===== config.mk =====
export PLATFORM = sky130hd
export DESIGN_NAME = apb_bridge_top
export DESIGN_NICKNAME = d
export VERILOG_FILES = /design/src/rtl/apb_bridge_pkg.sv /design/src/rtl/apb_bridge_top.sv /design/src/rtl/apb_master_fsm.sv /design/src/rtl/apb_slave_mux.sv /design/src/rtl/apb_sync_fifo.sv
export VERILOG_INCLUDE_DIRS = /design/src /design/src/rtl
export SDC_FILE = /design/constraint.sdc
export NUM_CORES = 1
export LEC_CHECK = 0
export CAP_MARGIN = 20
export CELL_PAD_IN_SITES_DETAIL_PLACEMENT = 1
export CELL_PAD_IN_SITES_GLOBAL_PLACEMENT = 2
export CORE_MARGIN = 2
export CORE_UTILIZATION = 25
export DETAILED_ROUTE_END_ITERATION = 10
export DONT_BUFFER_PORTS = 1
export GPL_ROUTABILITY_DRIVEN = 0
export HOLD_SLACK_MARGIN = 0.15
export PLACE_DENSITY = 0.48
export SLEW_MARGIN = 5
export SYNTH_ARGS = -nofsm -noshare
export SYNTH_HDL_FRONTEND = slang
export SYNTH_HIERARCHICAL = 1
export SYNTH_SLANG_ARGS = --single-unit

===== constraint.sdc =====
create_clock -name pclk -period 16.77 [get_ports pclk]
set_input_delay 1.677 -clock pclk [delete_from_list [all_inputs] [get_ports pclk]]
set_output_delay 1.677 -clock pclk [all_outputs]
set_load 0.005 [all_outputs]

===== src/rtl/apb_bridge_settings.svh =====
`ifndef APB_BRIDGE_SETTINGS_SVH
`define APB_BRIDGE_SETTINGS_SVH

// bus data and address width
`define APB_DW 32

// peripheral slots on the bus
`define APB_PD_NUM 3

// entries per FIFO
`define APB_FIFO_DEPTH 4

// region field sits at paddr[13:12]
`define APB_REGION_LSB 12
`define APB_REGION_W 2

`endif


===== src/rtl/apb_bridge_pkg.sv =====
`include "apb_bridge_settings.svh"

package apb_bridge_pkg;

    // one queued write
    typedef struct packed {
        logic [`APB_DW-1:0] addr;
        logic [`APB_DW-1:0] data;
    } wr_req_t;

    // one read result for the host
    typedef struct packed {
        logic [`APB_DW-1:0] data;
        logic               err;
    } rd_rsp_t;

    typedef struct packed {
        logic [`APB_DW-`APB_REGION_LSB-`APB_REGION_W-1:0] upper;
        logic [`APB_REGION_W-1:0]                         region;
        logic [`APB_REGION_LSB-1:0]                       offset;
    } apb_addr_fields_t;

    // address word, raw or split into fields
    typedef union packed {
        logic [`APB_DW-1:0] raw;
        apb_addr_fields_t   f;
    } apb_addr_u;

    typedef struct packed {
        logic               pready;
        logic               pslverr;
        logic [`APB_DW-1:0] prdata;
    } apb_slv_rsp_t;

endpackage


===== src/rtl/apb_bridge_top.sv =====
`timescale 1ns/1ps
`include "apb_bridge_settings.svh"

module apb_bridge_top
    import apb_bridge_pkg::*;
(
    input  logic                   pclk,
    input  logic                   prstn,
    input  logic                   wr_push,
    input  wr_req_t                wr_req,
    input  logic                   rd_push,
    input  logic [`APB_DW-1:0]     rd_addr,
    input  logic                   rd_pop,
    input  apb_slv_rsp_t           slv_rsp [`APB_PD_NUM],
    output logic                   wr_full,
    output logic                   rd_full,
    output rd_rsp_t                rd_rsp,
    output logic                   rd_empty,
    output logic [`APB_DW-1:0]     paddr,
    output logic [`APB_PD_NUM-1:0] pselx,
    output logic                   penable,
    output logic                   pwrite,
    output logic [`APB_DW-1:0]     pwdata,
    output logic                   done,
    output logic                   resp
);

    wr_req_t            wr_head;
    logic               wr_empty;
    logic               wbuffread;
    logic [`APB_DW-1:0] ra_head;
    logic               ra_empty;
    logic               rbuffread;
    logic               rbuffwrite;
    rd_rsp_t            rbuffdata;
    logic               rdata_full;
    apb_addr_u          bus_addr;
    logic               psel;
    apb_slv_rsp_t       bus_rsp;

    assign paddr = bus_addr.raw;

    apb_sync_fifo #(.WIDTH($bits(wr_req_t))) u_wr_fifo (
        .pclk  (pclk),
        .prstn (prstn),
        .push  (wr_push),
        .din   (wr_req),
        .pop   (wbuffread),
        .dout  (wr_head),
        .empty (wr_empty),
        .full  (wr_full)
    );

    apb_sync_fifo #(.WIDTH(`APB_DW)) u_raddr_fifo (
        .pclk  (pclk),
        .prstn (prstn),
        .push  (rd_push),
        .din   (rd_addr),
        .pop   (rbuffread),
        .dout  (ra_head),
        .empty (ra_empty),
        .full  (rd_full)
    );

    // results wait here until the host pops them
    apb_sync_fifo #(.WIDTH($bits(rd_rsp_t))) u_rdata_fifo (
        .pclk  (pclk),
        .prstn (prstn),
        .push  (rbuffwrite),
        .din   (rbuffdata),
        .pop   (rd_pop),
        .dout  (rd_rsp),
        .empty (rd_empty),
        .full  (rdata_full)
    );

    apb_master_fsm u_master (
        .pclk         (pclk),
        .prstn        (prstn),
        .wreq         (!wr_empty),
        .wr_head      (wr_head),
        .rreq         (!ra_empty),
        .rd_addr_head (ra_head),
        .rd_space     (!rdata_full),
        .bus_rsp      (bus_rsp),
        .wbuffread    (wbuffread),
        .rbuffread    (rbuffread),
        .rbuffwrite   (rbuffwrite),
        .rbuffdata    (rbuffdata),
        .paddr        (bus_addr),
        .psel         (psel),
        .penable      (penable),
        .pwrite       (pwrite),
        .pwdata       (pwdata),
        .done         (done),
        .resp         (resp)
    );

    apb_slave_mux u_mux (
        .paddr   (bus_addr),
        .psel    (psel),
        .slv_rsp (slv_rsp),
        .pselx   (pselx),
        .bus_rsp (bus_rsp)
    );

endmodule


===== src/rtl/apb_master_fsm.sv =====
`timescale 1ns/1ps
`include "apb_bridge_settings.svh"

module apb_master_fsm
    import apb_bridge_pkg::*;
(
    input  logic               pclk,
    input  logic               prstn,
    input  logic               wreq,
    input  wr_req_t            wr_head,
    input  logic               rreq,
    input  logic [`APB_DW-1:0] rd_addr_head,
    input  logic               rd_space,
    input  apb_slv_rsp_t       bus_rsp,
    output logic               wbuffread,
    output logic               rbuffread,
    output logic               rbuffwrite,
    output rd_rsp_t            rbuffdata,
    output apb_addr_u          paddr,
    output logic               psel,
    output logic               penable,
    output logic               pwrite,
    output logic [`APB_DW-1:0] pwdata,
    output logic               done,
    output logic               resp
);

    localparam logic [1:0] IDLE   = 2'd0;
    localparam logic [1:0] SETUP  = 2'd1;
    localparam logic [1:0] ACCESS = 2'd2;

    logic [1:0] state;
    logic [1:0] nextstate;
    logic       complete;
    logic       rd_go;

    assign complete = (state == ACCESS) && bus_rsp.pready;

    // a read finishing this cycle may take the last free result slot
    assign rd_go = rreq && rd_space && !(complete && !pwrite);

    always_ff @(posedge pclk) begin
        if (!prstn) begin
            state <= IDLE;
        end else begin
            state <= nextstate;
        end
    end

    // writes win when both queues hold work
    always_comb begin
        case (state)
            IDLE: begin
                if (wreq || rd_go) begin
                    nextstate = SETUP;
                end else begin
                    nextstate = IDLE;
                end
            end
            SETUP: begin
                nextstate = ACCESS;
            end
            ACCESS: begin
                if (!bus_rsp.pready) begin
                    nextstate = ACCESS;
                end else if (wreq || rd_go) begin
                    nextstate = SETUP;
                end else begin
                    nextstate = IDLE;
                end
            end
            default: begin
                nextstate = IDLE;
            end
        endcase
    end

    // bus control, registered from nextstate
    always_ff @(posedge pclk) begin
        if (!prstn) begin
            psel      <= 1'b0;
            penable   <= 1'b0;
            pwrite    <= 1'b0;
            wbuffread <= 1'b0;
            rbuffread <= 1'b0;
        end else begin
            wbuffread <= 1'b0;
            rbuffread <= 1'b0;
            case (nextstate)
                SETUP: begin
                    psel    <= 1'b1;
                    penable <= 1'b0;
                    pwrite  <= wreq;
                    if (wreq) begin
                        wbuffread <= 1'b1;
                    end else begin
                        rbuffread <= 1'b1;
                    end
                end
                ACCESS: begin
                    penable <= 1'b1;
                end
                default: begin
                    psel    <= 1'b0;
                    penable <= 1'b0;
                    pwrite  <= 1'b0;
                end
            endcase
        end
    end

    // address and write data latch on entry to SETUP
    always_ff @(posedge pclk) begin
        if (nextstate == SETUP) begin
            if (wreq) begin
                paddr.raw <= wr_head.addr;
                pwdata    <= wr_head.data;
            end else begin
                paddr.raw <= rd_addr_head;
                pwdata    <= '0;
            end
        end
    end

    always_ff @(posedge pclk) begin
        if (!prstn) begin
            done <= 1'b0;
            resp <= 1'b0;
        end else begin
            done <= complete;
            resp <= complete && bus_rsp.pslverr;
        end
    end

    // read result goes straight into the result FIFO on the completing edge
    assign rbuffwrite     = complete && !pwrite;
    assign rbuffdata.data = bus_rsp.prdata;
    assign rbuffdata.err  = bus_rsp.pslverr;

endmodule


===== src/rtl/apb_slave_mux.sv =====
`timescale 1ns/1ps
`include "apb_bridge_settings.svh"

module apb_slave_mux
    import apb_bridge_pkg::*;
(
    input  apb_addr_u                paddr,
    input  logic                     psel,
    input  apb_slv_rsp_t             slv_rsp [`APB_PD_NUM],
    output logic [`APB_PD_NUM-1:0]   pselx,
    output apb_slv_rsp_t             bus_rsp
);

    logic [`APB_REGION_W-1:0] region;
    logic                     mapped;

    assign region = paddr.f.region;
    assign mapped = (region < `APB_REGION_W'(`APB_PD_NUM));

    always_comb begin
        pselx   = '0;
        bus_rsp = '0;
        if (psel) begin
            if (mapped) begin
                pselx[region] = 1'b1;
                bus_rsp       = slv_rsp[region];
            end else begin
                // unmapped region answers at once with an error
                bus_rsp.pready  = 1'b1;
                bus_rsp.pslverr = 1'b1;
                bus_rsp.prdata  = '0;
            end
        end
    end

endmodule


===== src/rtl/apb_sync_fifo.sv =====
`timescale 1ns/1ps
`include "apb_bridge_settings.svh"

module apb_sync_fifo #(
    parameter int WIDTH = 32
) (
    input  logic             pclk,
    input  logic             prstn,
    input  logic             push,
    input  logic [WIDTH-1:0] din,
    input  logic             pop,
    output logic [WIDTH-1:0] dout,
    output logic             empty,
    output logic             full
);

    localparam int DEPTH = `APB_FIFO_DEPTH;
    localparam int AW    = (DEPTH > 1) ? $clog2(DEPTH) : 1;
    localparam int CW    = $clog2(DEPTH + 1);

    logic [WIDTH-1:0] mem [DEPTH];
    logic [AW-1:0]    wr_ptr;
    logic [AW-1:0]    rd_ptr;
    logic [CW-1:0]    count;
    logic             do_push;
    logic             do_pop;

    assign empty = (count == '0);
    assign full  = (count == CW'(DEPTH));

    // a pop frees the slot a full-FIFO push needs
    assign do_pop  = pop && !empty;
    assign do_push = push && (!full || do_pop);

    // head shows without a read cycle
    assign dout = mem[rd_ptr];

    always_ff @(posedge pclk) begin
        if (do_push) begin
            mem[wr_ptr] <= din;
        end
    end

    always_ff @(posedge pclk) begin
        if (!prstn) begin
            wr_ptr <= '0;
            rd_ptr <= '0;
            count  <= '0;
        end else begin
            if (do_push) begin
                wr_ptr <= (wr_ptr == AW'(DEPTH - 1)) ? '0 : wr_ptr + 1'b1;
            end
            if (do_pop) begin
                rd_ptr <= (rd_ptr == AW'(DEPTH - 1)) ? '0 : rd_ptr + 1'b1;
            end
            if (do_push && !do_pop) begin
                count <= count + 1'b1;
            end else if (do_pop && !do_push) begin
                count <= count - 1'b1;
            end
        end
    end

endmodule


==> flow_summary.yaml <==
status:
  status: "finished clean"
route:
  post_drt_via_cell_ratio: 4.30
  wl_met3_um: 5580
  antenna_left: 0
  met2_length_um: 30000
  drc_errors: 0
  wl_per_cell_um: 23.6
  wl_um: 59400
  dr.pass1.iters: 5
  routed.top_layer: "met4"
  wl_met1_um: 22500
  route.vias.total: 10800
  drtIter0Drc: 643
worst_setup_path:
  r2r-start: "u_master/paddr[13]$_DFFE_PN_"
  cp_max_fo: 65
  cp.required_ns: 17.31
  worstPathArrival_ns: 4.73
  path_class: "reg -> reg"
  cp-startpoint: "u_master/paddr[13]$_DFFE_PN_"
  end_kind: "flip-flop"
  start_kind: "flip-flop"
clock_tree:
  cts_tree: "yes"
  clock_latency_ns: 0.63
  clk_pin_slew_ns: 0.06
  root_buffer: "clkbuf_16"
  cts_resized: 0
  clock_path_buffers: 3
  hold_buffers: 0
  htree_levels: 3
  cts.sinks: 616
  cts_buffers: 73
  post_cts_buffers: 0
floorplan:
  die_width_um: 317
  pin_count: 310
  chipHeight_um: 317
  dieArea_um2: 101000
  start_util: 0.253
  rows: 114
  core_um2: 97000
grt:
  grt-ovfl-total: 0
  grt_max_degree: 73
  grt_pass1_wl_um: 84900
  grt_pass1_vias: 12100
  grt_antenna_before_repair: 2
  grt_use_total: 0.117
place:
  numPortBuffers: 0
  hpwlAfterDp_um: 36400
synthesis:
  avgSynthCellArea_um2: 20.6
  yosys_register_bits: 616
  ys_warn_count: 6
  synth_nets: 1413
  postSynthCellCount: 1189
  ys_seq_area_frac: 0.740
  synth.distinct_cells: 42
  netlist_area_um2: 24500
sta:
  tightest_slew_ns: 1.10
  fin_skew_ns: 0.0312
  finalSetupViolations: 0
  holdWs_ns: 0.509
  fin_tns_setup_ns: 0
  maxSlewHeadroom: 0.264
  fin_crit_ns: 4.19
  report.final.hold_viol_count: 0
  max_freq_mhz: 239
  fin_crit_sh: 0.250
  drv_slew: 0
  rsz0062_at_grt: "false"
power_and_ir_drop:
  total_power_mw: 4.66
  p_per_area_nw_per_um2: 167
  vdd_drop_max_mv: 0.0845
  leakage_nw: 8.73
layout:
  fill_cells: 9851
  drive_gt1_frac: 0.244
  fin_nets: 1414
  final_util: 0.288
  area_growth_pct: 13.8
min_path:
  hold_class: "reg -> reg"
  min-delay-start: "u_rdata_fifo/wr_ptr[1]$_SDFFE_PN0P_"
run:
  max_cap_viol_count: 0
cells in the final DEF, fill, tap and decap left out, types with 3 or more instances in the layout:
| master | n |
|---|---|
| xor2_1 | 3 |
| mux4_1 | 9 |
| xnor2_1 | 3 |
| dfxtp_2 | 4 |
| nor3b_2 | 3 |
| and2_2 | 8 |
| nand3_1 | 6 |
| mux2_2 | 32 |
| inv_1 | 16 |
| nor3_1 | 4 |
| clkinv_2 | 13 |
| a21boi_2 | 3 |
| mux2i_1 | 43 |
| dfxtp_1 | 30 |
| clkbuf_1 | 15 |
| buf_4 | 15 |
| and2_1 | 72 |
| mux4_2 | 120 |
| or3_1 | 3 |
| clkinv_16 | 3 |
| o21ai_1 | 36 |
| nor2_1 | 7 |
| a21boi_0 | 3 |
| clkbuf_16 | 73 |
| nand2_1 | 19 |
| clkinv_1 | 12 |
| bufinv_16 | 5 |
| ha_1 | 18 |
| edfxtp_1 | 580 |
| and2_4 | 4 |
| nor2b_1 | 6 |
| fa_1 | 3 |
| o21ai_0 | 10 |
| nand3b_1 | 32 |
area by class of cell:
class	count	area, um^2	share of cell area
clock buffers	88	1880	0.0675
multi-input cells	464	5540	0.199
repair buffers	18	188	0.00673
well taps	1276	1600	0.0572
inverters	17	65.1	0.00233
diodes	1	2.50	0.0000897
flip-flops and latches	616	18100	0.651
clock inverters	41	463	0.0166
synth_stat cells, drive strengths merged:
library cell,count,area [um^2]
a21boi,6,56.3
a21oi,2,10.0
a22o,1,8.76
a31o,2,17.5
and2,84,526
and3,1,6.26
and3b,2,17.5
buf,81,751
clkbuf,11,42.5
dfxtp,36,721
edfxtp,580,17400
fa,3,60.1
ha,18,225
inv,17,63.8
mux2,32,360
mux2i,43,430
mux4,129,2940
nand2,19,71.3
nand2b,1,6.26
nand3,6,30.0
nand3b,32,240
nand4bb,1,11.3
nor2,7,26.3
nor2b,6,37.5
nor3,5,25.0
nor3b,4,45.1
nor4bb,1,25.0
o21ai,46,230
o2bb2ai,1,8.76
o31ai,3,32.5
or3,3,18.8
xnor2,3,26.3
xor2,3,26.3
logic make-up after synthesis:
| family | count (synthesis) | share of synthesized area |
|---|---|---|
| flops | 616 | 0.740 |
| mux | 204 | 0.152 |
| simple gates | 172 | 0.0443 |
| buf+inv | 109 | 0.0350 |
| compound gates | 61 | 0.0149 |
| fa+ha+maj | 21 | 0.0116 |
| xor+xnor | 6 | 0.00214 |
sequential cells by signal, indices dropped and copies added, names as in the netlist, 3 cells and up, named ones only:
register            cells
u_wr_fifo/count         3
u_raddr_fifo/count      3
u_wr_fifo/mem         256
u_master/pwdata        32
u_master/paddr         32
u_raddr_fifo/mem      128
u_rdata_fifo/count      3
u_rdata_fifo/mem      132
path summary, 6_finish.rpt:
check                                             end  slack [ns]  cells after the start
setup / recovery   u_rdata_fifo/count[2]$_SDFFE_PN0P_       12.58                     13
hold / removal    u_rdata_fifo/wr_ptr[1]$_SDFFE_PN0P_        0.51                      2
setup reg to reg   u_rdata_fifo/count[2]$_SDFFE_PN0P_       12.58                     13
hold reg to reg   u_rdata_fifo/wr_ptr[1]$_SDFFE_PN0P_        0.51                      2
where the power goes:
group,internal [mW],switching (mW)
combinational,0.388,0.572
clock,0.892,0.652
sequential,2.02,0.132
worst max-delay path: stages (launching register included):
cell	delay, ns
edfxtp_1	0.66
buf_4	0.65
mux2i_1	0.16
o21ai_1	0.31
and2_1	0.31
nand4bb_1	0.21
inv_1	0.09
a21boi_2	0.34
ha_1	0.25
inv_1	0.06
fa_1	0.37
xor2_1	0.17
or3_1	0.30
a21boi_0	0.17
metrics by stage:
stage / cells / instance area [um^2] / worst slack, ns
floorplan: 1189 / 24500 / 9.72
global placement: 2388 / 25500 / 12.41
detailed placement: 2390 / 25500 / 12.34
CTS: 2519 / 27900 / 12.49
global route: 2520 / 27900 / 12.20
finish: 2521 / 27900 / 12.58
routing by layer:
layer  vias up  global-route usage
met4         0              0.0364
li1       4736                   -
met1      5694               0.128
met3        77              0.0510
met5         -                   0
met2       331               0.205
Power figures use the tool's default switching activity.
